--- src/sys_bus_pkg.sv ---
// System bus package
// Widths and vector types of the peripheral register bus, the address map
// of the device regions and the byte enable expansion shared by devices
package sys_bus_pkg;

  localparam int unsigned BusAddrWidth = 32;
  localparam int unsigned BusDataWidth = 32;
  localparam int unsigned BusBeWidth   = BusDataWidth / 8;
  localparam int unsigned RegAddrWidth = 16; // Offset inside one 64 KiB region

  typedef logic [BusAddrWidth-1:0] bus_addr_t;
  typedef logic [BusDataWidth-1:0] bus_data_t;
  typedef logic [BusBeWidth-1:0]   bus_be_t;
  typedef logic [RegAddrWidth-1:0] reg_addr_t;

  ////////////////////////////////////////////////////////////////////////////
  // Address map
  ////////////////////////////////////////////////////////////////////////////

  localparam bus_addr_t GpioBase   = 32'h8000_0000;
  localparam bus_addr_t TimerBase  = 32'h8004_0000;
  localparam bus_addr_t IntrBase   = 32'h8008_0000;
  localparam bus_addr_t RevTagBase = 32'h8010_0000;
  localparam bus_addr_t RegionMask = 32'hFFFF_0000; // Upper 16 bits pick the region

  // Expand byte enables to a bit mask over the data word
  function automatic bus_data_t be_mask(bus_be_t be);
    bus_data_t mask;
    mask = '0;
    for (int i = 0; i < BusBeWidth; i++) begin
      mask[8*i +: 8] = {8{be[i]}};
    end
    return mask;
  endfunction

endpackage

--- src/sys_periph_pkg.sv ---
// Peripheral package
// Device indices behind the decoder, interrupt source IDs and the register
// offsets of the GPIO, timer and interrupt blocks
package sys_periph_pkg;

  localparam int NrDevices = 4;

  localparam int DevGpio   = 0;
  localparam int DevTimer  = 1;
  localparam int DevIntr   = 2;
  localparam int DevRevTag = 3;

  typedef logic [7:0] irq_vec_t; // Indexed by interrupt ID

  localparam int IrqTimer = 1;
  localparam int IrqEth   = 2; // ID 0 stays tied to zero

  // Register offsets inside each region
  localparam logic [15:0] GpoReg         = 16'h0;
  localparam logic [15:0] GpiReg         = 16'h4;
  localparam logic [15:0] MtimeReg       = 16'h0;
  localparam logic [15:0] MtimecmpReg    = 16'h4;
  localparam logic [15:0] TimerCtrlReg   = 16'h8;
  localparam logic [15:0] IntrEnableReg  = 16'h0;
  localparam logic [15:0] IntrPendingReg = 16'h4;

endpackage

--- src/dev_bus_if.sv ---
// Device register bus
// One request from the decoder to a device and the response coming back,
// which arrives exactly one cycle after the request
`timescale 1ns/100ps

interface dev_bus_if import sys_bus_pkg::*; ();

  logic      req;
  logic      we;
  reg_addr_t addr;   // Offset within the device region
  bus_be_t   be;
  bus_data_t wdata;
  logic      rvalid;
  bus_data_t rdata;  // Zero for writes

  modport decoder (
    output req, we, addr, be, wdata,
    input  rvalid, rdata
  );

  modport device (
    input  req, we, addr, be, wdata,
    output rvalid, rdata
  );

endinterface

--- src/mtimer.sv ---
// Machine timer
// Free-running 32-bit mtime counter with a compare register. The timer
// interrupt is a registered level, high while the timer is enabled and
// mtime has reached mtimecmp
`timescale 1ns/100ps

module mtimer import sys_bus_pkg::*, sys_periph_pkg::*; (
  input  logic      clk_sys_i,
  input  logic      rst_sys_ni,
  dev_bus_if.device bus,
  output logic      timer_irq_o
);

  bus_data_t mtime_q;
  bus_data_t mtimecmp_q;
  logic      enable_q;
  logic      irq_q;
  bus_data_t wmask;
  logic      wr_mtime;
  logic      wr_mtimecmp;
  logic      wr_ctrl;

  assign wmask       = be_mask(bus.be);
  assign wr_mtime    = bus.req & bus.we & (bus.addr == MtimeReg);
  assign wr_mtimecmp = bus.req & bus.we & (bus.addr == MtimecmpReg);
  assign wr_ctrl     = bus.req & bus.we & (bus.addr == TimerCtrlReg);

  ////////////////////////////////////////////////////////////////////////////
  // Counter and registers
  ////////////////////////////////////////////////////////////////////////////

  always_ff @(posedge clk_sys_i or negedge rst_sys_ni) begin
    if (!rst_sys_ni) begin
      mtime_q    <= '0;
      mtimecmp_q <= '0;
      enable_q   <= 1'b0;
    end else begin
      if (wr_mtime) begin
        mtime_q <= (mtime_q & ~wmask) | (bus.wdata & wmask); // Software load wins
      end else if (enable_q) begin
        mtime_q <= mtime_q + 32'd1;
      end
      if (wr_mtimecmp) begin
        mtimecmp_q <= (mtimecmp_q & ~wmask) | (bus.wdata & wmask);
      end
      if (wr_ctrl && bus.be[0]) begin
        enable_q <= bus.wdata[0];
      end
    end
  end

  // Compare result lags the registers by one cycle
  always_ff @(posedge clk_sys_i or negedge rst_sys_ni) begin
    if (!rst_sys_ni) begin
      irq_q      <= 1'b0;
      bus.rvalid <= 1'b0;
    end else begin
      irq_q      <= enable_q & (mtime_q >= mtimecmp_q);
      bus.rvalid <= bus.req;
    end
  end

  always_ff @(posedge clk_sys_i) begin
    if (bus.req) begin
      bus.rdata <= '0;
      if (!bus.we) begin
        case (bus.addr)
          MtimeReg:     bus.rdata <= mtime_q;
          MtimecmpReg:  bus.rdata <= mtimecmp_q;
          TimerCtrlReg: bus.rdata <= {31'b0, enable_q};
          default:      bus.rdata <= '0;
        endcase
      end
    end
  end

  assign timer_irq_o = irq_q;

endmodule

--- src/flat_wrapper.sv ---
// flat-port wrapper written by rule: the top's interface ports become plain ports
module mtimer_flat import sys_bus_pkg::*, sys_periph_pkg::*;
  (clk_sys_i, rst_sys_ni, timer_irq_o, bus_req, bus_we, bus_addr, bus_be, bus_wdata, bus_rvalid, bus_rdata);
  dev_bus_if bus_i ();
  input  logic clk_sys_i;
  input  logic rst_sys_ni;
  output logic timer_irq_o;
  input wire logic [$bits(bus_i.req)-1:0] bus_req;
  input wire logic [$bits(bus_i.we)-1:0] bus_we;
  input wire logic [$bits(bus_i.addr)-1:0] bus_addr;
  input wire logic [$bits(bus_i.be)-1:0] bus_be;
  input wire logic [$bits(bus_i.wdata)-1:0] bus_wdata;
  output wire logic [$bits(bus_i.rvalid)-1:0] bus_rvalid;
  output wire logic [$bits(bus_i.rdata)-1:0] bus_rdata;
  assign bus_i.req = bus_req;
  assign bus_i.we = bus_we;
  assign bus_i.addr = bus_addr;
  assign bus_i.be = bus_be;
  assign bus_i.wdata = bus_wdata;
  assign bus_rvalid = bus_i.rvalid;
  assign bus_rdata = bus_i.rdata;
  mtimer u_core (.clk_sys_i(clk_sys_i), .rst_sys_ni(rst_sys_ni), .bus(bus_i), .timer_irq_o(timer_irq_o));
endmodule
--- config.mk ---
export PLATFORM = sky130hd
export DESIGN_NAME = mtimer_flat
export DESIGN_NICKNAME = d
export VERILOG_FILES = /design/src/sys_bus_pkg.sv /design/src/sys_periph_pkg.sv /design/src/dev_bus_if.sv /design/src/mtimer.sv /design/src/flat_wrapper.sv
export SDC_FILE = /design/constraint.sdc
export NUM_CORES = 1
export LEC_CHECK = 0
export BUFFER_PORTS_ARGS = -buffer_cell sky130_fd_sc_hd__buf_2
export CAP_MARGIN = 15
export CORE_MARGIN = 4
export CORE_UTILIZATION = 30
export CTS_BUF_LIST = sky130_fd_sc_hd__clkbuf_4
export DETAILED_ROUTE_END_ITERATION = 7
export MAX_ROUTING_LAYER = met4
export PLACE_DENSITY = 0.6
export SLEW_MARGIN = 5
export SYNTH_ARGS = -nofsm -noshare
export SYNTH_HDL_FRONTEND = slang
export SYNTH_SLANG_ARGS = --single-unit
--- constraint.sdc ---
create_clock -name clk_sys_i -period 2.4 [get_ports clk_sys_i]
set_input_delay 0.6 -clock clk_sys_i [delete_from_list [all_inputs] [get_ports clk_sys_i]]
set_output_delay 0.6 -clock clk_sys_i [all_outputs]
set_load 0.005 [all_outputs]
==> out/metrics.csv <==
metric,value,unit
status,"complete, no violations",
kind of critical path,reg2reg,
top post-synthesis cells by area,"dfrtp_1, edfxtp_1, ha_1",
Bufs and invs on worst path,0,
prevailing post-synth register cell,dfrtp_1,
via count,4841,
Initial Util,30.60,%
"most common cell after layout, fill and taps aside",buf_2,
clock root cell,clkbuf_4,
clk_skew,0.02824,ns
Final #Nets,778,
DR WL/cell,17.44,um
fraction of layout cells with a size suffix above 1,30.84,%
Sink Count,99,
"Cell Area, Synth",5723,sq um
DRC violations left,0,
Die Wd,146.1,um
GRT Util Overall,15.77,%
leak pwr,2.837,nW
hold_ws,0.09598,ns
"Max FO, Critical Path",8,
DRT Pass-1 Iters,4,
"slowest stage cell, crit path",or4_1,
Worst path max stage delay,0.60,ns
Num CTS Buffers,9,
Initial DRC Count,355,
Detailed Place HPWL,12330,um
sequential share of the synthesized area,46.09,%
RSZ-0062 raised after global routing,false,
number of synthesized flops with an enable pin,32,
final core occ,37.16,%
maximum clock rate,463.3,MHz
port bufs,89,
synth-to-layout area growth,21.45,%
Critical Path Sink Type,flop,
global route overflow,0,
max_slew headroom,59.15,%
"commonest cells after routing, fill and taps aside","buf_2, dfrtp_1, nor2_1, buf_4, inv_1",
post-cts repair resize count,0,
gpl congestion,0.8501,
Crit path max-delay family,simple AND/OR/NAND/NOR gates,
Cell Pwr Density,409.7,nW/um^2
clk slew on worst S/H paths,0.16,ns
vias per inst,5.211,
"Setup Fix Bufs, Post-CTS",0,
largest net degree at the start of global routing,34,
worst min path class,in2async,
setup violators final,0,
CTS Buffer Depth,2,
post-synth cell types,63,
row count,50,
Synth Register Bits,99,
max-slew violations,0,
crit path DAT,2.57,ns
syn nets,649,
die area,21350,sq um
post-synth top area cell,dfrtp_1,
CP Launch Type,flop,
worst-margin pin slew,0.6127,ns
I/O pins,90,
later-pin clock latency in the skew report,0.50,ns
Layout Cells excl Fill,929,
initial antenna violation count,1,
pre-CTS setup slack,-0.1128,ns
CP Data Required Time,2.82,ns
Die Y,146.1,um
Routed WL,16200,um
# H-tree levels,3,
YS warnings,0,
Synth top area share,29.30,%
worst setup margin,0.2414,ns
vias in the first global route,4858,
max cap viols,0,
post-route ant nets,0,
r2r setup slk,0.24,ns
peak supply drop,178.4,uV
cell count after placement,912,
Async SR Flop Fraction,67.68,%
syn avg cell area,10.22,sq um
Worst Reg-to-Reg Cells,5,
design area,6950,sq um
CP Cell Sequence,"and4_1, nand4_1, or4_1, a211o_1, a21oi_1",
hold_buf cts,0,
Final min period,2.159,ns
post-synthesis instance total,560,
CTS tree,done,
core area,18710,sq um
final clock period utilization by the worst path,89.94,%
Post-DP Area,6808,sq um
first-pass GRT wire length,26090,um
final hold violations,0,
where the power goes:
part	total (mW)	leakage [nW]	switching [mW]	internal [mW]
clock	0.938	0.0749	0.598	0.340
sequential	1.76	1.15	0.00369	1.76
combinational	0.148	1.61	0.0924	0.0559
total	2.85	2.84	0.694	2.15
routing by layer:
layer | part of all wire (%) | wire length [um] | vias up | global-route usage (%)
met3 | 4.5 | 725 | 17 | 3.693
met4 | 1.3 | 208 | 0 | 3.998
met2 | 47 | 7542 | 93 | 24.52
met1 | 48 | 7725 | 2368 | 20.88
li1 | - | - | 2363 | -
met5 | 0 | 0 | - | -
cell type report:
type	instances	area [sq um]
sequential	99	2639
tap	234	292.8
inverter	45	168.9
timing repair buffer	142	918.4
fill	1900	11760
clock buffer	11	82.58
multi-input combinational	392	2791
clock inverter	5	55.05
antenna	1	2.502
worst max-delay path by stage:
| stage | start | to | slack (ns) | cells after the start |
|---|---|---|---|---|
| 3_3_place_gp | bus_addr[5] | flop | -0.11 | 8 |
| 3_5_place_dp | bus_addr[5] | flop | -0.11 | 8 |
| 4_1_cts | flop | u_core.timer_irq_o | 0.16 | 8 |
| 2_1_floorplan | bus_addr[5] | flop | 0.06 | 8 |
| 6_report | flop | flop | 0.24 | 5 |
| 5_1_grt | flop | u_core.timer_irq_o | 0.06 | 8 |
cells in the mapped netlist, drive strengths merged, types with 2 or more instances:
| cell | n |
|---|---|
| a2111oi | 2 |
| a211o | 14 |
| a211oi | 4 |
| a21o | 3 |
| a21oi | 35 |
| a22oi | 31 |
| and2 | 2 |
| and3 | 11 |
| and4 | 8 |
| buf | 16 |
| clkbuf | 8 |
| dfrtp | 67 |
| edfxtp | 32 |
| ha | 33 |
| inv | 45 |
| mux2 | 33 |
| mux2i | 2 |
| nand2 | 28 |
| nand3 | 27 |
| nand4 | 20 |
| nor2 | 54 |
| nor3 | 13 |
| nor4 | 8 |
| o21a | 6 |
| o21ai | 19 |
| o221a | 6 |
| o22a | 4 |
| o22ai | 2 |
| o31ai | 2 |
| o32ai | 2 |
| or2 | 2 |
| or3 | 3 |
| or4 | 2 |
metrics by stage:
stage | power [mW] | setup TNS (ns)
floorplan | 1.810 | 0
global placement | 1.947 | -3.248
detailed placement | 1.948 | -3.304
CTS | 2.892 | 0
global route | 2.973 | 0
finish | 2.847 | 0
logic make-up after synthesis:
logic type / share of synthesized area (%)
AOI/OAI and AO/OA: 17.21
xor gates and xnor gates: 0.1531
adders and majority gates: 7.215
buffers and inverters: 5.269
DFF: 46.09
muxes: 6.843
and+or+nand+nor: 17.23
(Power assumes the default switching activity.)
