===== src/sys_bus_pkg.sv =====
// System bus package
// Widths and vector types of the peripheral register bus, the address map
// of the device regions and the byte enable expansion shared by devices
package sys_bus_pkg;

  localparam int unsigned BusAddrWidth = 32;
  localparam int unsigned BusDataWidth = 32;
  localparam int unsigned BusBeWidth   = BusDataWidth / 8;
  localparam int unsigned RegAddrWidth = 16; // Offset inside one 64 KiB region

  typedef logic [BusAddrWidth-1:0] bus_addr_t;
  typedef logic [BusDataWidth-1:0] bus_data_t;
  typedef logic [BusBeWidth-1:0]   bus_be_t;
  typedef logic [RegAddrWidth-1:0] reg_addr_t;

  ////////////////////////////////////////////////////////////////////////////
  // Address map
  ////////////////////////////////////////////////////////////////////////////

  localparam bus_addr_t GpioBase   = 32'h8000_0000;
  localparam bus_addr_t TimerBase  = 32'h8004_0000;
  localparam bus_addr_t IntrBase   = 32'h8008_0000;
  localparam bus_addr_t RevTagBase = 32'h8010_0000;
  localparam bus_addr_t RegionMask = 32'hFFFF_0000; // Upper 16 bits pick the region

  // Expand byte enables to a bit mask over the data word
  function automatic bus_data_t be_mask(bus_be_t be);
    bus_data_t mask;
    mask = '0;
    for (int i = 0; i < BusBeWidth; i++) begin
      mask[8*i +: 8] = {8{be[i]}};
    end
    return mask;
  endfunction

endpackage


===== src/sys_periph_pkg.sv =====
// Peripheral package
// Device indices behind the decoder, interrupt source IDs and the register
// offsets of the GPIO, timer and interrupt blocks
package sys_periph_pkg;

  localparam int NrDevices = 4;

  localparam int DevGpio   = 0;
  localparam int DevTimer  = 1;
  localparam int DevIntr   = 2;
  localparam int DevRevTag = 3;

  typedef logic [7:0] irq_vec_t; // Indexed by interrupt ID

  localparam int IrqTimer = 1;
  localparam int IrqEth   = 2; // ID 0 stays tied to zero

  // Register offsets inside each region
  localparam logic [15:0] GpoReg         = 16'h0;
  localparam logic [15:0] GpiReg         = 16'h4;
  localparam logic [15:0] MtimeReg       = 16'h0;
  localparam logic [15:0] MtimecmpReg    = 16'h4;
  localparam logic [15:0] TimerCtrlReg   = 16'h8;
  localparam logic [15:0] IntrEnableReg  = 16'h0;
  localparam logic [15:0] IntrPendingReg = 16'h4;

endpackage


===== src/dev_bus_if.sv =====
// Device register bus
// One request from the decoder to a device and the response coming back,
// which arrives exactly one cycle after the request
`timescale 1ns/100ps

interface dev_bus_if import sys_bus_pkg::*; ();

  logic      req;
  logic      we;
  reg_addr_t addr;   // Offset within the device region
  bus_be_t   be;
  bus_data_t wdata;
  logic      rvalid;
  bus_data_t rdata;  // Zero for writes

  modport decoder (
    output req, we, addr, be, wdata,
    input  rvalid, rdata
  );

  modport device (
    input  req, we, addr, be, wdata,
    output rvalid, rdata
  );

endinterface


===== src/gpio_regs.sv =====
// GPIO registers
// Two-flop synchroniser on the general-purpose inputs and a byte-writable
// output register driving the general-purpose outputs
`timescale 1ns/100ps

module gpio_regs import sys_bus_pkg::*, sys_periph_pkg::*; #(
  parameter int unsigned GpiWidth = 13,
  parameter int unsigned GpoWidth = 24
) (
  input  logic                clk_sys_i,
  input  logic                rst_sys_ni,
  dev_bus_if.device           bus,
  input  logic [GpiWidth-1:0] gp_i,
  output logic [GpoWidth-1:0] gp_o
);

  logic [GpiWidth-1:0] gpi_meta_q;
  logic [GpiWidth-1:0] gpi_sync_q;
  logic [GpoWidth-1:0] gpo_q;
  bus_data_t           wmask;
  bus_data_t           gpo_merged;

  assign wmask      = be_mask(bus.be);
  assign gpo_merged = (bus_data_t'(gpo_q) & ~wmask) | (bus.wdata & wmask);

  always_ff @(posedge clk_sys_i or negedge rst_sys_ni) begin
    if (!rst_sys_ni) begin
      gpi_meta_q <= '0;
      gpi_sync_q <= '0;
      gpo_q      <= '0;
      bus.rvalid <= 1'b0;
    end else begin
      gpi_meta_q <= gp_i;       // Inputs are asynchronous
      gpi_sync_q <= gpi_meta_q;
      bus.rvalid <= bus.req;
      if (bus.req && bus.we && (bus.addr == GpoReg)) begin
        gpo_q <= GpoWidth'(gpo_merged);
      end
    end
  end

  // Read data is zero on writes and on unused offsets
  always_ff @(posedge clk_sys_i) begin
    if (bus.req) begin
      bus.rdata <= '0;
      if (!bus.we) begin
        case (bus.addr)
          GpoReg:  bus.rdata <= bus_data_t'(gpo_q);
          GpiReg:  bus.rdata <= bus_data_t'(gpi_sync_q);
          default: bus.rdata <= '0;
        endcase
      end
    end
  end

  assign gp_o = gpo_q;

endmodule


===== src/flat_wrapper.sv =====
// flat-port wrapper written by rule: the top's interface ports become plain ports
module gpio_regs_flat import sys_bus_pkg::*, sys_periph_pkg::*;
#(
  parameter int unsigned GpiWidth = 13,
  parameter int unsigned GpoWidth = 24
)
  (clk_sys_i, rst_sys_ni, gp_i, gp_o, bus_req, bus_we, bus_addr, bus_be, bus_wdata, bus_rvalid, bus_rdata);
  dev_bus_if bus_i ();
  input  logic clk_sys_i;
  input  logic rst_sys_ni;
  input  logic [GpiWidth-1:0] gp_i;
  output logic [GpoWidth-1:0] gp_o;
  input wire logic [$bits(bus_i.req)-1:0] bus_req;
  input wire logic [$bits(bus_i.we)-1:0] bus_we;
  input wire logic [$bits(bus_i.addr)-1:0] bus_addr;
  input wire logic [$bits(bus_i.be)-1:0] bus_be;
  input wire logic [$bits(bus_i.wdata)-1:0] bus_wdata;
  output wire logic [$bits(bus_i.rvalid)-1:0] bus_rvalid;
  output wire logic [$bits(bus_i.rdata)-1:0] bus_rdata;
  assign bus_i.req = bus_req;
  assign bus_i.we = bus_we;
  assign bus_i.addr = bus_addr;
  assign bus_i.be = bus_be;
  assign bus_i.wdata = bus_wdata;
  assign bus_rvalid = bus_i.rvalid;
  assign bus_rdata = bus_i.rdata;
  gpio_regs #(.GpiWidth(GpiWidth), .GpoWidth(GpoWidth)) u_core (.clk_sys_i(clk_sys_i), .rst_sys_ni(rst_sys_ni), .bus(bus_i), .gp_i(gp_i), .gp_o(gp_o));
endmodule

===== config.mk =====
export PLATFORM = sky130hd
export DESIGN_NAME = gpio_regs_flat
export DESIGN_NICKNAME = d
export VERILOG_FILES = /design/src/sys_bus_pkg.sv /design/src/sys_periph_pkg.sv /design/src/dev_bus_if.sv /design/src/gpio_regs.sv /design/src/flat_wrapper.sv
export SDC_FILE = /design/constraint.sdc
export NUM_CORES = 1
export LEC_CHECK = 0
export ABC_AREA = 1
export BUFFER_PORTS_ARGS = -buffer_cell sky130_fd_sc_hd__buf_2
export CORE_AREA = 2 2 70 98
export CTS_CLUSTER_SIZE = 24
export DETAILED_ROUTE_END_ITERATION = 10
export DIE_AREA = 0 0 72 100
export HOLD_SLACK_MARGIN = 0.12
export PLACE_DENSITY_LB_ADDON = 0.05
export SETUP_SLACK_MARGIN = 0.02
export SYNTH_ARGS = -nofsm -noshare
export SYNTH_HDL_FRONTEND = slang
export SYNTH_SLANG_ARGS = --single-unit

===== constraint.sdc =====
create_clock -name clk_sys_i -period 1.2 [get_ports clk_sys_i]
set_clock_uncertainty 0.15 [all_clocks]
set_input_delay 0.06 -clock clk_sys_i [delete_from_list [all_inputs] [get_ports clk_sys_i]]
set_output_delay 0.06 -clock clk_sys_i [all_outputs]
set_load 0.05 [all_outputs]

==> impl_metrics.json <==
{
  "path_cells": "buf_4",
  "required_ps": 990,
  "io_pins": 126,
  "drtPass1Iterations": 4,
  "crit_family": "flip-flops",
  "ir_drop_uv": 962,
  "final_antenna_net_count": 0,
  "dpl_worst_slack_ps": -197,
  "grt_busiest_layer": "met2",
  "yosysTopAreaCell": "dfrtp_1",
  "clk_pin_slew_ps": 80,
  "power_density_mw_per_mm2": 1200,
  "grt_pass1_wl_mm": 11.0,
  "htreeDepth": 3,
  "slew_viol_final": 0,
  "crit_slowest_cell": "edfxtp_1",
  "endpoint_kind": "primary output",
  "vias": 2283,
  "drt_iter0_drc": 132,
  "numCtsBuffers": 9,
  "p_sw_mw": 1.22,
  "die_w_um": 72,
  "clk_latency_ps": 330,
  "timing.final.hold_violations": 0,
  "routed_wl_mm": 6.89,
  "globalRouteOverflowTotal": 0,
  "fin_crit_sh_pct": 96.0,
  "grtUsageMet1_pct": 23.7,
  "rsz0062_at_grt": "true",
  "layout_setup_ws_ps": 48.5,
  "synth_cell_types": 19,
  "syn2layout_area_growth_pct": 52.8,
  "ys_seq_area_share_pct": 69.2,
  "min_path_type": "primary input to async pin",
  "num_rows": 35,
  "grt_max_degree": 52,
  "cp.arrival_ps": 940,
  "die_h_um": 100,
  "gr-usage-all-layers_pct": 20.2,
  "cap_violations": 0,
  "pwr-share-seq_pct": 51.8,
  "numPortBuffers": 108,
  "critPathLaunchType": "flop",
  "fmax_ghz": 0.868,
  "ys_warn_count": 0,
  "slowest_delay_ps": 400,
  "globalplace.congestion": 0.752,
  "swShare_pct": 23.1,
  "nFillCells": 487,
  "fin_area_mm2": 0.00441,
  "internal_power_mw": 4.06,
  "pwr-share-comb_pct": 10.2,
  "synthTopCellsByArea": "dfrtp_1 44%, edfxtp_1 25%, nand3_1 8.7%",
  "crit_type": "flop to primary output",
  "drive_gt1_share_pct": 39.0,
  "synth.cell_area_mm2": 0.00289,
  "start_util_pct": 44.9,
  "clkPwrFrac_pct": 38.0,
  "synth_top_area_share_pct": 44.2,
  "cts_tree": "done",
  "antennaDiodeCount": 0,
  "period_minus_slack_ps": 1150,
  "grt_pass1_vias": 2243,
  "placed_area_mm2": 0.00360,
  "synth_seq_cells": 75,
  "core-area_mm2": 0.00644,
  "p_total_mw": 5.28,
  "worst-path-buf-inv": 1,
  "antenna_found_initial": 0,
  "status": "completed",
  "cellLeakagePower_nw": 2.11,
  "dp_hpwl_mm": 4.48,
  "clockRootBuffer": "clkbuf_8",
  "drc": 0,
  "syn_avg_cell_area_um2": 11.9,
  "fin_util_pct": 68.6,
  "clock-sinks": 75,
  "use_met2_pct": 35.5,
  "vias_per_cell": 4.72,
  "wire_per_inst_um": 14.2,
  "grtUsageMet3_pct": 4.32,
  "nNetsFinal": 474,
  "syn_inst": 243,
  "critPathMaxFanout": 1,
  "die_area_mm2": 0.00720,
  "cts_max_path_buffers": 2,
  "setup_viol": 0
}
## final timing paths
path,depth (start not counted),from,endpoint,slack [ps]
max,1,u_core.bus.rdata[0]$_SDFFCE_PP0P_,bus_rdata[0],50
min,3,rst_sys_ni,async pin,70
max reg2reg,2,flop,u_core.bus.rdata[14]$_SDFFCE_PP0P_,140
min reg2reg,0,u_core.gpi_meta_q[8]$_DFF_PN0_,u_core.gpi_sync_q[8]$_DFF_PN0_,200
max in group asynchronous,3,rst_sys_ni,async pin,540
min in group clk_sys_i,2,bus_req,u_core.bus.rdata[14]$_SDFFCE_PP0P_,140
## per-layer routing
metal / vias up / routed length [um]
met5: - / 0
met4: 0 / 88
met3: 6 / 308
met2: 77 / 3810
met1: 1065 / 2680
li1: 1135 / -
## cell usage after synthesis, drive strengths merged
cell type / number
nor3b: 11
edfxtp: 24
clkbuf: 5
dfrtp: 51
buf: 17
nand3: 50
nor2: 12
conb: 1
nand2: 54
nand4: 3
nand3b: 1
inv: 1
a21oi: 13
## what timing repair did
item,4_1_cts,5_1_grt
hold endpoints to repair,89,43
setup buffers,0,1
resized for setup,27,35
endpoints found under the setup margin,24,34
hold buffers,41,2
## logic make-up (layout without fill, tap and decap cells)
logic type | count (synthesis) | in the layout | synth area share [%]
flops | 75 | 75 | 69.2
simple gates | 131 | 131 | 23.3
buf+inv | 23 | 183 | 5.16
other cells | 1 | 8 | 0.130
compound gates | 13 | 13 | 2.25
## power by group through the flow
stage / combinational [mW] / clock [mW] / sequential [mW]
6_report: 0.540 / 2.00 / 2.73
5_1_grt: 0.575 / 2.19 / 2.74
4_1_cts: 0.527 / 2.06 / 2.73
3_5_place_dp: 0.423 / 0 / 2.78
3_3_place_gp: 0.421 / 0 / 2.78
2_1_floorplan: 0.119 / 0 / 2.90
## layout by cell type (no fill, tap or decap), drive strengths merged
| master | n |
|---|---|
| dfrtp | 51 |
| conb | 8 |
| nand3 | 50 |
| inv | 1 |
| nand4 | 3 |
| nor3b | 11 |
| nand3b | 1 |
| nor2 | 12 |
| edfxtp | 24 |
| nand2 | 54 |
| clkbuf | 13 |
| a21oi | 13 |
| buf | 123 |
| dlygate4sd3 | 43 |
| clkinvlp | 2 |
| bufinv | 1 |
## stage by stage
stage               TNS, ps  std cells  hold WS (ps)
detailed placement    -6440        424         -80.6
global placement      -4960        424         -76.8
finish                    0        484          73.7
global route              0        484          82.0
floorplan                 0        250          -386
CTS                       0        481         -96.2
## final cells by class
type	count	area (um^2)	share of cell area [%]
Timing Repair Buffer	166	1310	29.7
Tap cell	74	92.6	2.10
Multi-Input combinational cell	152	777	17.6
Clock buffer	13	169	3.83
Sequential cell	75	2010	45.6
Inverter	1	3.75	0.0851
Clock inverter	3	45.0	1.02
No activity file was read; power rests on OpenSTA's default activity.
