--- src/sys_bus_pkg.sv ---
// System bus package
// Widths and vector types of the peripheral register bus, the address map
// of the device regions and the byte enable expansion shared by devices
package sys_bus_pkg;

  localparam int unsigned BusAddrWidth = 32;
  localparam int unsigned BusDataWidth = 32;
  localparam int unsigned BusBeWidth   = BusDataWidth / 8;
  localparam int unsigned RegAddrWidth = 16; // Offset inside one 64 KiB region

  typedef logic [BusAddrWidth-1:0] bus_addr_t;
  typedef logic [BusDataWidth-1:0] bus_data_t;
  typedef logic [BusBeWidth-1:0]   bus_be_t;
  typedef logic [RegAddrWidth-1:0] reg_addr_t;

  ////////////////////////////////////////////////////////////////////////////
  // Address map
  ////////////////////////////////////////////////////////////////////////////

  localparam bus_addr_t GpioBase   = 32'h8000_0000;
  localparam bus_addr_t TimerBase  = 32'h8004_0000;
  localparam bus_addr_t IntrBase   = 32'h8008_0000;
  localparam bus_addr_t RevTagBase = 32'h8010_0000;
  localparam bus_addr_t RegionMask = 32'hFFFF_0000; // Upper 16 bits pick the region

  // Expand byte enables to a bit mask over the data word
  function automatic bus_data_t be_mask(bus_be_t be);
    bus_data_t mask;
    mask = '0;
    for (int i = 0; i < BusBeWidth; i++) begin
      mask[8*i +: 8] = {8{be[i]}};
    end
    return mask;
  endfunction

endpackage

--- src/sys_periph_pkg.sv ---
// Peripheral package
// Device indices behind the decoder, interrupt source IDs and the register
// offsets of the GPIO, timer and interrupt blocks
package sys_periph_pkg;

  localparam int NrDevices = 4;

  localparam int DevGpio   = 0;
  localparam int DevTimer  = 1;
  localparam int DevIntr   = 2;
  localparam int DevRevTag = 3;

  typedef logic [7:0] irq_vec_t; // Indexed by interrupt ID

  localparam int IrqTimer = 1;
  localparam int IrqEth   = 2; // ID 0 stays tied to zero

  // Register offsets inside each region
  localparam logic [15:0] GpoReg         = 16'h0;
  localparam logic [15:0] GpiReg         = 16'h4;
  localparam logic [15:0] MtimeReg       = 16'h0;
  localparam logic [15:0] MtimecmpReg    = 16'h4;
  localparam logic [15:0] TimerCtrlReg   = 16'h8;
  localparam logic [15:0] IntrEnableReg  = 16'h0;
  localparam logic [15:0] IntrPendingReg = 16'h4;

endpackage

--- src/dev_bus_if.sv ---
// Device register bus
// One request from the decoder to a device and the response coming back,
// which arrives exactly one cycle after the request
`timescale 1ns/100ps

interface dev_bus_if import sys_bus_pkg::*; ();

  logic      req;
  logic      we;
  reg_addr_t addr;   // Offset within the device region
  bus_be_t   be;
  bus_data_t wdata;
  logic      rvalid;
  bus_data_t rdata;  // Zero for writes

  modport decoder (
    output req, we, addr, be, wdata,
    input  rvalid, rdata
  );

  modport device (
    input  req, we, addr, be, wdata,
    output rvalid, rdata
  );

endinterface

--- src/irq_collector.sv ---
// Interrupt collector
// Gathers the timer and Ethernet interrupts at fixed IDs, masks them with
// a software enable register and drives one registered external interrupt
`timescale 1ns/100ps

module irq_collector import sys_bus_pkg::*, sys_periph_pkg::*; (
  input  logic      clk_sys_i,
  input  logic      rst_sys_ni,
  dev_bus_if.device bus,
  input  logic      timer_irq_i,
  input  logic      eth_irq_ni,
  output logic      irq_o
);

  logic     eth_irq_q;
  irq_vec_t irq_vec;
  irq_vec_t enable_q;
  logic     irq_q;

  always_comb begin
    irq_vec           = '0; // ID 0 and unused IDs read zero
    irq_vec[IrqTimer] = timer_irq_i;
    irq_vec[IrqEth]   = eth_irq_q;
  end

  always_ff @(posedge clk_sys_i or negedge rst_sys_ni) begin
    if (!rst_sys_ni) begin
      eth_irq_q  <= 1'b0;
      enable_q   <= '0;
      irq_q      <= 1'b0;
      bus.rvalid <= 1'b0;
    end else begin
      eth_irq_q  <= ~eth_irq_ni;          // Pin is active low
      irq_q      <= |(irq_vec & enable_q);
      bus.rvalid <= bus.req;
      if (bus.req && bus.we && (bus.addr == IntrEnableReg) && bus.be[0]) begin
        enable_q <= bus.wdata[7:0];
      end
    end
  end

  // Pending shows the raw sources, not the masked ones
  always_ff @(posedge clk_sys_i) begin
    if (bus.req) begin
      bus.rdata <= '0;
      if (!bus.we) begin
        case (bus.addr)
          IntrEnableReg:  bus.rdata <= bus_data_t'(enable_q);
          IntrPendingReg: bus.rdata <= bus_data_t'(irq_vec);
          default:        bus.rdata <= '0;
        endcase
      end
    end
  end

  assign irq_o = irq_q;

endmodule

--- src/flat_wrapper.sv ---
// flat-port wrapper written by rule: the top's interface ports become plain ports
module irq_collector_flat import sys_bus_pkg::*, sys_periph_pkg::*;
  (clk_sys_i, rst_sys_ni, timer_irq_i, eth_irq_ni, irq_o, bus_req, bus_we, bus_addr, bus_be, bus_wdata, bus_rvalid, bus_rdata);
  dev_bus_if bus_i ();
  input  logic clk_sys_i;
  input  logic rst_sys_ni;
  input  logic timer_irq_i;
  input  logic eth_irq_ni;
  output logic irq_o;
  input wire logic [$bits(bus_i.req)-1:0] bus_req;
  input wire logic [$bits(bus_i.we)-1:0] bus_we;
  input wire logic [$bits(bus_i.addr)-1:0] bus_addr;
  input wire logic [$bits(bus_i.be)-1:0] bus_be;
  input wire logic [$bits(bus_i.wdata)-1:0] bus_wdata;
  output wire logic [$bits(bus_i.rvalid)-1:0] bus_rvalid;
  output wire logic [$bits(bus_i.rdata)-1:0] bus_rdata;
  assign bus_i.req = bus_req;
  assign bus_i.we = bus_we;
  assign bus_i.addr = bus_addr;
  assign bus_i.be = bus_be;
  assign bus_i.wdata = bus_wdata;
  assign bus_rvalid = bus_i.rvalid;
  assign bus_rdata = bus_i.rdata;
  irq_collector u_core (.clk_sys_i(clk_sys_i), .rst_sys_ni(rst_sys_ni), .bus(bus_i), .timer_irq_i(timer_irq_i), .eth_irq_ni(eth_irq_ni), .irq_o(irq_o));
endmodule
--- config.mk ---
export PLATFORM = sky130hd
export DESIGN_NAME = irq_collector_flat
export DESIGN_NICKNAME = d
export VERILOG_FILES = /design/src/sys_bus_pkg.sv /design/src/sys_periph_pkg.sv /design/src/dev_bus_if.sv /design/src/irq_collector.sv /design/src/flat_wrapper.sv
export SDC_FILE = /design/constraint.sdc
export NUM_CORES = 1
export LEC_CHECK = 0
export BUFFER_PORTS_ARGS = -buffer_cell sky130_fd_sc_hd__buf_2
export CAP_MARGIN = 20
export CORE_MARGIN = 8
export CORE_UTILIZATION = 38
export DETAILED_ROUTE_END_ITERATION = 16
export PLACE_DENSITY = 0.85
export SYNTH_ARGS = -nofsm -noshare
export SYNTH_HDL_FRONTEND = slang
export SYNTH_SLANG_ARGS = --single-unit
--- constraint.sdc ---
create_clock -name clk_sys_i -period 2.2 [get_ports clk_sys_i]
set_input_delay 0.44 -clock clk_sys_i [delete_from_list [all_inputs] [get_ports clk_sys_i]]
set_output_delay 0.44 -clock clk_sys_i [all_outputs]
set_load 0.02 [all_outputs]
==> results of run 1 <==
-- worst register-to-register path, stage by stage, from the launching register on --
cell     delay, ns
dfrtp_1       0.40
mux2i_1       0.15
nor2_1        0.05
-- final cells by class --
class / instances / share of cell area (%)
inverters: 1 / 0.335
multi-input cells: 52 / 29.2
flip-flops and latches: 19 / 46.0
repair buffers: 41 / 18.7
well taps: 30 / 3.35
clock buffers: 4 / 2.34
-- final timing paths --
check                                    from  slack, ns  cells past startpoint                  end
min reg2reg                u_core.enable_q[3]       0.51                      1   u_core.enable_q[3]
min                                eth_irq_ni       0.28                      2     u_core.eth_irq_q
max                               bus_addr[6]       0.54                      5   u_core.enable_q[6]
max in group asynchronous          rst_sys_ni       1.48                      2    u_core.bus.rvalid
min in group asynchronous          rst_sys_ni       0.53                      2   u_core.enable_q[5]
max reg2reg                u_core.enable_q[1]       1.37                      2  u_core.bus.rdata[1]
-- sequential cells by signal, indices dropped and copies added (netlist names) --
| name | flops |
|---|---|
| u_core.bus.rvalid | 1 |
| u_core.eth_irq_q | 1 |
| u_core.enable_q | 8 |
| u_core.irq_o | 1 |
| u_core.bus.rdata | 8 |
-- report_power, final --
part	switching (W)	total, W	internal [W]
clock network	0.0000941	0.000165	0.0000706
logic	0.0000656	0.0000926	0.0000270
registers	0.00000163	0.000377	0.000376
total	0.000161	0.000635	0.000473
-- kinds of logic (layout without fill, tap and decap cells) --
family	after synthesis	in the layout	synth area share, %
buffers and inverters	25	46	19.5
DFF	19	19	54.8
and+or+nand+nor	17	17	12.6
muxes	10	10	11.7
other	1	24	0.399
AOI/OAI and AO/OA	1	1	0.931
-- cells in the final DEF, fill, tap and decap left out, drive strengths merged, types with 2 or more instances in the layout --
| cell | synthesis | final |
|---|---|---|
| conb | 1 | 24 |
| clkbuf | 0 | 4 |
| buf | 24 | 40 |
| mux2 | 8 | 8 |
| and2 | 6 | 6 |
| nor2 | 2 | 2 |
| or3 | 2 | 2 |
| nor4 | 4 | 4 |
| edfxtp | 8 | 8 |
| mux2i | 2 | 2 |
| dfrtp | 11 | 11 |
-- timing repair --
item                      in CTS  in global routing
gates resized for setup        0                  0
setup buffers                  0                  0
hold endpoints to repair      11                  0
hold buffers                   1                  0
-- metal layers --
| metal | track usage (%) | vias up |
|---|---|---|
| li1 | - | 293 |
| met1 | 6.92 | 267 |
| met2 | 14.6 | 30 |
| met3 | 4.59 | 4 |
| met4 | 4.90 | 0 |
| met5 | 0 | - |
-- metrics by stage --
stage	worst slack, ns	power (W)
2_1_floorplan	0.487	0.000468
3_5_place_dp	0.230	0.000475
4_1_cts	0.548	0.000641
6_report	0.538	0.000635
5_1_grt	0.404	0.000662
3_3_place_gp	0.294	0.000473
==> results by group, run 1 <==
Outcome
  – Status: complete, no violations

STA
  – Fmax: 602 MHz
  – Setup repair after global routing missed its margin: no
  – Tcrit/Tclk final: 75.5%
  – Final setup vio count: 0
  – Worst Clk Skew: 0.00200 ns
  – Period minus WS final: 1.66 ns
  – Hold Slack: around 0.28 ns
  – Post-Route Setup TNS: 0 ns
  – Fin. Hold Viols: 0
  – Final max-slew violation count: 0

Synthesis
  – Register bit count reported by yosys: 19
  – Synth area leaders: dfrtp_1 (29%), edfxtp_1 (26%), buf_4 (19%), mux2_2 (9.6%), and2_1 (4.0%)
  – Syn avg cell area: 12.9 um^2
  – Netlist Area Pre-Place: 941 um^2
  – Cell taking the most area after synthesis: dfrtp_1
  – Synth warn: 0
  – Library cells used by synthesis: 16
  – Most common cell in the netlist: buf_4
  – Ys flop type: dfrtp_1
  – Post-synth EDFFs: 8
  – Seq/Total Area, Yosys: 54.8%
  – Synth top cells by count: buf_4 (24), dfrtp_1 (11), edfxtp_1 (8), mux2_2 (8), and2_1 (6)
  – Mapped Cells: 73
  – Async SR Flop Fraction: 57.9%
  – Area share of the largest cell type after synthesis: 29.3%

Power and ir drop
  – Power per cell area: approximately 570 nW/um^2
  – Standby leakage power: 0.592 nW
  – Peak VDD IR: 0.000227 V

Layout
  – Area occupied by multi-input gates: 328 um^2
  – Share of layout cells above drive strength 1: ~45%
  – Ant diodes: 0
  – Finished Layout Cells: around 150
  – Final Core Density: ~47%
  – FF+latch area: between 500 and 600 um^2
  – Layout Nets: 176
  – Filler cells: roughly 230
  – Layout area overhead: 19.1%
  – Final Instance Area: 1120 um^2

Drt
  – Vias: 594
  – M1 WL: 563 um
  – Antenna-violating nets left: 0
  – Routed Wire Length: about 1.8 mm
  – Drt drc: 0
  – Met2 WL post-DR: 928 um
  – Vias/cell: roughly 4.0
  – Top layer in use: met4
  – Pre-Repair DR Iteration Count: 3
  – Initial DRC Count: 2
  – Avg WL per Cell: 12.0 um
  – Met3 WL: between 200 and 250 um

Placement
  – Routability congestion estimate: 0.667
  – Hpwl dp: 1.58 mm
  – Cells after DPL: roughly 140
  – Count of input and output buffers: 40
  – Placed cell areas: about 1100 um^2

Die
  – Die height: 65.8 um
  – DIE WIDTH: roughly 66 um
  – Core ar.: 2410 um^2
  – Die area: 4320 um^2
  – IO Pins: 92
  – Initial Util: roughly 39%
  – Rows: 18

Setup path
  – CP max FO: 8
  – Crit-path cells: buf_2, nor4_1, nand3_1, nor3_4, mux2_2
  – CP delay by family, top: simple AND/OR/NAND/NOR gates
  – Worst path slowest cell: nor3_4
  – Worst setup EP type: register
  – Worst EP required: 2.38 ns
  – Critical path type: in2reg
  – Worst EP arrival: approximately 1.9 ns
  – Crit path largest cell delay: 0.43 ns
  – Worst path bufs/invs: 1
  – Kind of start point of the critical path: primary input

Min path
  – Worst Hold Class: in2reg

GRT
  – Vias in the first global route: 606
  – Largest net degree at the start of global routing: 12
  – GR Overflow Total: 0
  – Global Route Usage Sum: 8.21%
  – Antenna violations before repair: 0
  – First-pass GRT wire length: 2.68 mm

CTS
  – Max H-tree Level: 1
  – Worst-Skew Late Latency: 0.29 ns
  – TritonCTS buffer count: 3
  – Root buffer cell: clkbuf_4
  – Clock transition at the registers of the reported paths: 0.09 ns
  – CTS tree: built
  – # clock sinks: 19
  – Maximum clock path buffer count: 2

Job
  – Max_cap viols: 0
No activity file was read; power rests on OpenSTA's default activity.
==> run 2: changes to the inputs <==
--- a/config.mk
+++ b/config.mk
@@ -8,9 +8,9 @@
 export BUFFER_PORTS_ARGS = -buffer_cell sky130_fd_sc_hd__buf_2
 export CAP_MARGIN = 20
 export CORE_MARGIN = 8
-export CORE_UTILIZATION = 38
+export CORE_UTILIZATION = 32
 export DETAILED_ROUTE_END_ITERATION = 16
-export PLACE_DENSITY = 0.85
+export PLACE_DENSITY = 0.76
 export SYNTH_ARGS = -nofsm -noshare
 export SYNTH_HDL_FRONTEND = slang
 export SYNTH_SLANG_ARGS = --single-unit
==> constraint.sdc (replaced) <==
create_clock -name clk_sys_i -period 1.4 [get_ports clk_sys_i]
set_input_delay 0.28 -clock clk_sys_i [delete_from_list [all_inputs] [get_ports clk_sys_i]]
set_output_delay 0.28 -clock clk_sys_i [all_outputs]
set_load 0.02 [all_outputs]
==> run 2 against run 1 <==
Against the previous run:
- cell count grew 4.1%
- die area is 14% higher
- clock power up 60%
- global-route usage is 0.29 points lower
- worst hold slack lost 0.15 ns
- via count up 8.1%
- core utilization fell by 2.4 points
- flip-flop and latch count is the same
- sequential share of layout area decreased by 4.0 points
- first-iteration DRC count rose to 10 times the previous value
- design area increased by 9.5%
- register-to-register slack got worse by 0.83 ns
- critical endpoint is now u_core.enable_q[4]
- largest cell class unchanged
- largest power group unchanged
- highest routed layer unchanged
==> results by group, run 2 (synthesis gave the netlist of run 1 again) <==
Outcome
  – Status: complete, no violations

Power and ir drop
  – Standby leakage power: 0.629 nW (+6.3%)
  – Total chip power: 0.00102 W (+61%)
  – Power per cell area: 833 nW/um^2 (+47%)
  – Peak VDD IR: 0.000476 V (+110%)

Drt
  – Drt drc: 0 (unchanged)
  – Antenna-violating nets left: 0 (unchanged)
  – Initial DRC Count: 20 (+18)
  – Pre-Repair DR Iteration Count: 2 (-1)
  – Vias: 642 (+8.1%)
  – Routed Wire Length: 1.96 mm (+11%)
  – Vias/cell: 4.20 (+3.8%)
  – Avg WL per Cell: 12.8 um (+7.1%)

Placement
  – Count of input and output buffers: 40 (unchanged)
  – Hpwl dp: 1.76 mm (+11%)
  – Routability congestion estimate: 0.739 (+11%)
  – Place WS: -0.259 ns (-0.488 ns)

Die
  – Die height: 70.2 um (+6.8%)
  – IO Pins: 92 (unchanged)
  – Core ar.: 2780 um^2 (+15%)
  – Die area: 4930 um^2 (+14%)
  – DIE WIDTH: 70.2 um (+6.8%)
  – Rows: 19 (+1)
  – Initial Util: 33.8% (-5.2 points)

Setup path
  – R2R cell count: 2 (unchanged)
  – Worst EP required: 1.58 ns (-0.80 ns)
  – CP max FO: 8 (unchanged)
  – Critical path type: in2reg
  – CP startpoint: bus_addr[10]
  – Worst EP arrival: 1.52 ns (-0.33 ns)
  – R2R Setup Slk: 0.54 ns (-0.83 ns)
  – Critical path destination: u_core.enable_q[4]
  – Reg2reg end: u_core.bus.rdata[1]
  – Worst setup EP type: register
  – Kind of start point of the critical path: primary input
  – FF-to-FF Start: u_core.enable_q[1]

CTS
  – TritonCTS buffer count: 3 (unchanged)
  – Maximum clock path buffer count: 2 (unchanged)
  – Worst-Skew Late Latency: 0.28 ns (about the same)
  – Post-CTS sizing: 0 (unchanged)
  – Root buffer cell: clkbuf_4
  – CTS tree: built
  – # clock sinks: 19 (unchanged)
  – Clock transition at the registers of the reported paths: 0.10 ns (about the same)
  – Max H-tree Level: 1 (unchanged)

Layout
  – Ant diodes: 0 (unchanged)
  – FF+latch area: 515 um^2 (unchanged)
  – Layout area overhead: 30.5%
  – Area occupied by multi-input gates: 382 um^2 (+16%)
  – Biggest regs: u_core.bus.rdata: 8 flops, u_core.enable_q: 8 flops
  – Filler cells: 279 (+24%)
  – Share of layout cells above drive strength 1: 51.6% (+6.3 points)
  – Most frequent cells in the layout: buf_2 (40), conb_1 (24), dfrtp_1 (11)
  – Most common cell after layout, fill and taps aside: buf_2
  – Layout Nets: 181 (+2.8%)

GRT
  – First-pass GRT wire length: 3.24 mm (+21%)
  – Largest net degree at the start of global routing: 12 (unchanged)
  – Vias in the first global route: 787 (+30%)
  – GR Overflow Total: 0 (unchanged)
  – Global Route Usage Sum: 7.92% (-0.29 points)
  – Antenna violations before repair: 0 (unchanged)

STA
  – Final setup vio count: 0 (unchanged)
  – Setup repair after global routing missed its margin: no
  – Tcrit/Tclk final: 96.1%
  – Period minus WS final: 1.34 ns
  – Final WS setup: 0.0553 ns (-0.483 ns)
  – Final max-slew violation count: 0 (unchanged)
  – Worst Clk Skew: 0.00192 ns (-0.0000777 ns)
  – Fmax: 744 MHz
  – Fin. Hold Viols: 0 (unchanged)
  – Hold Slack: 0.128 ns (-0.150 ns)

Job
  – Max_cap viols: 0 (unchanged)

Min path
  – Worst Hold Class: in2reg
[run 2: cell types whose count changed in the layout (fill, tap and decap cells not counted), sizes merged]
cell / previous run / this run
buf: 40 / 45
clkbuf: 4 / 3
clkinv: 0 / 1
[run 2: cell type report]
cell class | instances | share of cell area, %
clock buffers | 3 | 1.83
clock inverters | 1 | 0.408
inverters | 1 | 0.306
multi-input cells | 52 | 31.1
flip-flops and latches | 19 | 42.0
well taps | 31 | 3.16
repair buffers | 46 | 21.2
[run 2: worst min-delay path by stage]
| stage | start | end | depth (start not counted) |
|---|---|---|---|
| final | eth_irq_ni | u_core.eth_irq_q | 2 |
| after global routing | eth_irq_ni | u_core.eth_irq_q | 2 |
| after CTS | eth_irq_ni | u_core.eth_irq_q | 2 |
| after detailed placement | rst_sys_ni | u_core.irq_o | 1 |
| after global placement | rst_sys_ni | u_core.irq_o | 1 |
| after floorplan | rst_sys_ni | u_core.bus.rvalid | 0 |
[run 2: timing repair]
item | in CTS | in global routing
hold buffers | 1 | 0
setup buffers | 0 | 0
endpoints found under the hold margin | 11 | 0
[run 2: power by group]
part	switching, W	total (W)	internal (W)	leakage (nW)
clock network	0.000158	0.000264	0.000106	0.0177
logic	0.000115	0.000165	0.0000497	0.380
registers	0.00000259	0.000593	0.000591	0.231
total	0.000276	0.00102	0.000746	0.629
[run 2: layer usage]
| layer | vias to the layer above | GRT usage (%) | wire length (um) |
|---|---|---|---|
| li1 | 304 | - | - |
| met1 | 302 | 7.04 | 652 |
| met2 | 32 | 14.7 | 1090 |
| met3 | 4 | 3.81 | 187 |
| met4 | 0 | 3.35 | 26 |
| met5 | - | 0 | 0 |
[run 2: critical path, stage by stage]
cell and delay [ns]:
buf_2 0.12, nor4_4 0.29, nand3_2 0.14, nor3_4 0.22
buf_12 0.15, mux2_2 0.33
[run 2: stage by stage]
step | instance area, um^2 | utilization [%] | TNS [ns] | cells
2_1_floorplan | 1080 | - | -0.862 | 96
3_3_place_gp | 1190 | 42.8 | -2.68 | 148
3_5_place_dp | 1190 | 42.8 | -3.16 | 148
4_1_cts | 1230 | 44.1 | 0 | 153
5_1_grt | 1230 | 44.1 | 0 | 153
6_report | 1230 | 44.1 | 0 | 153
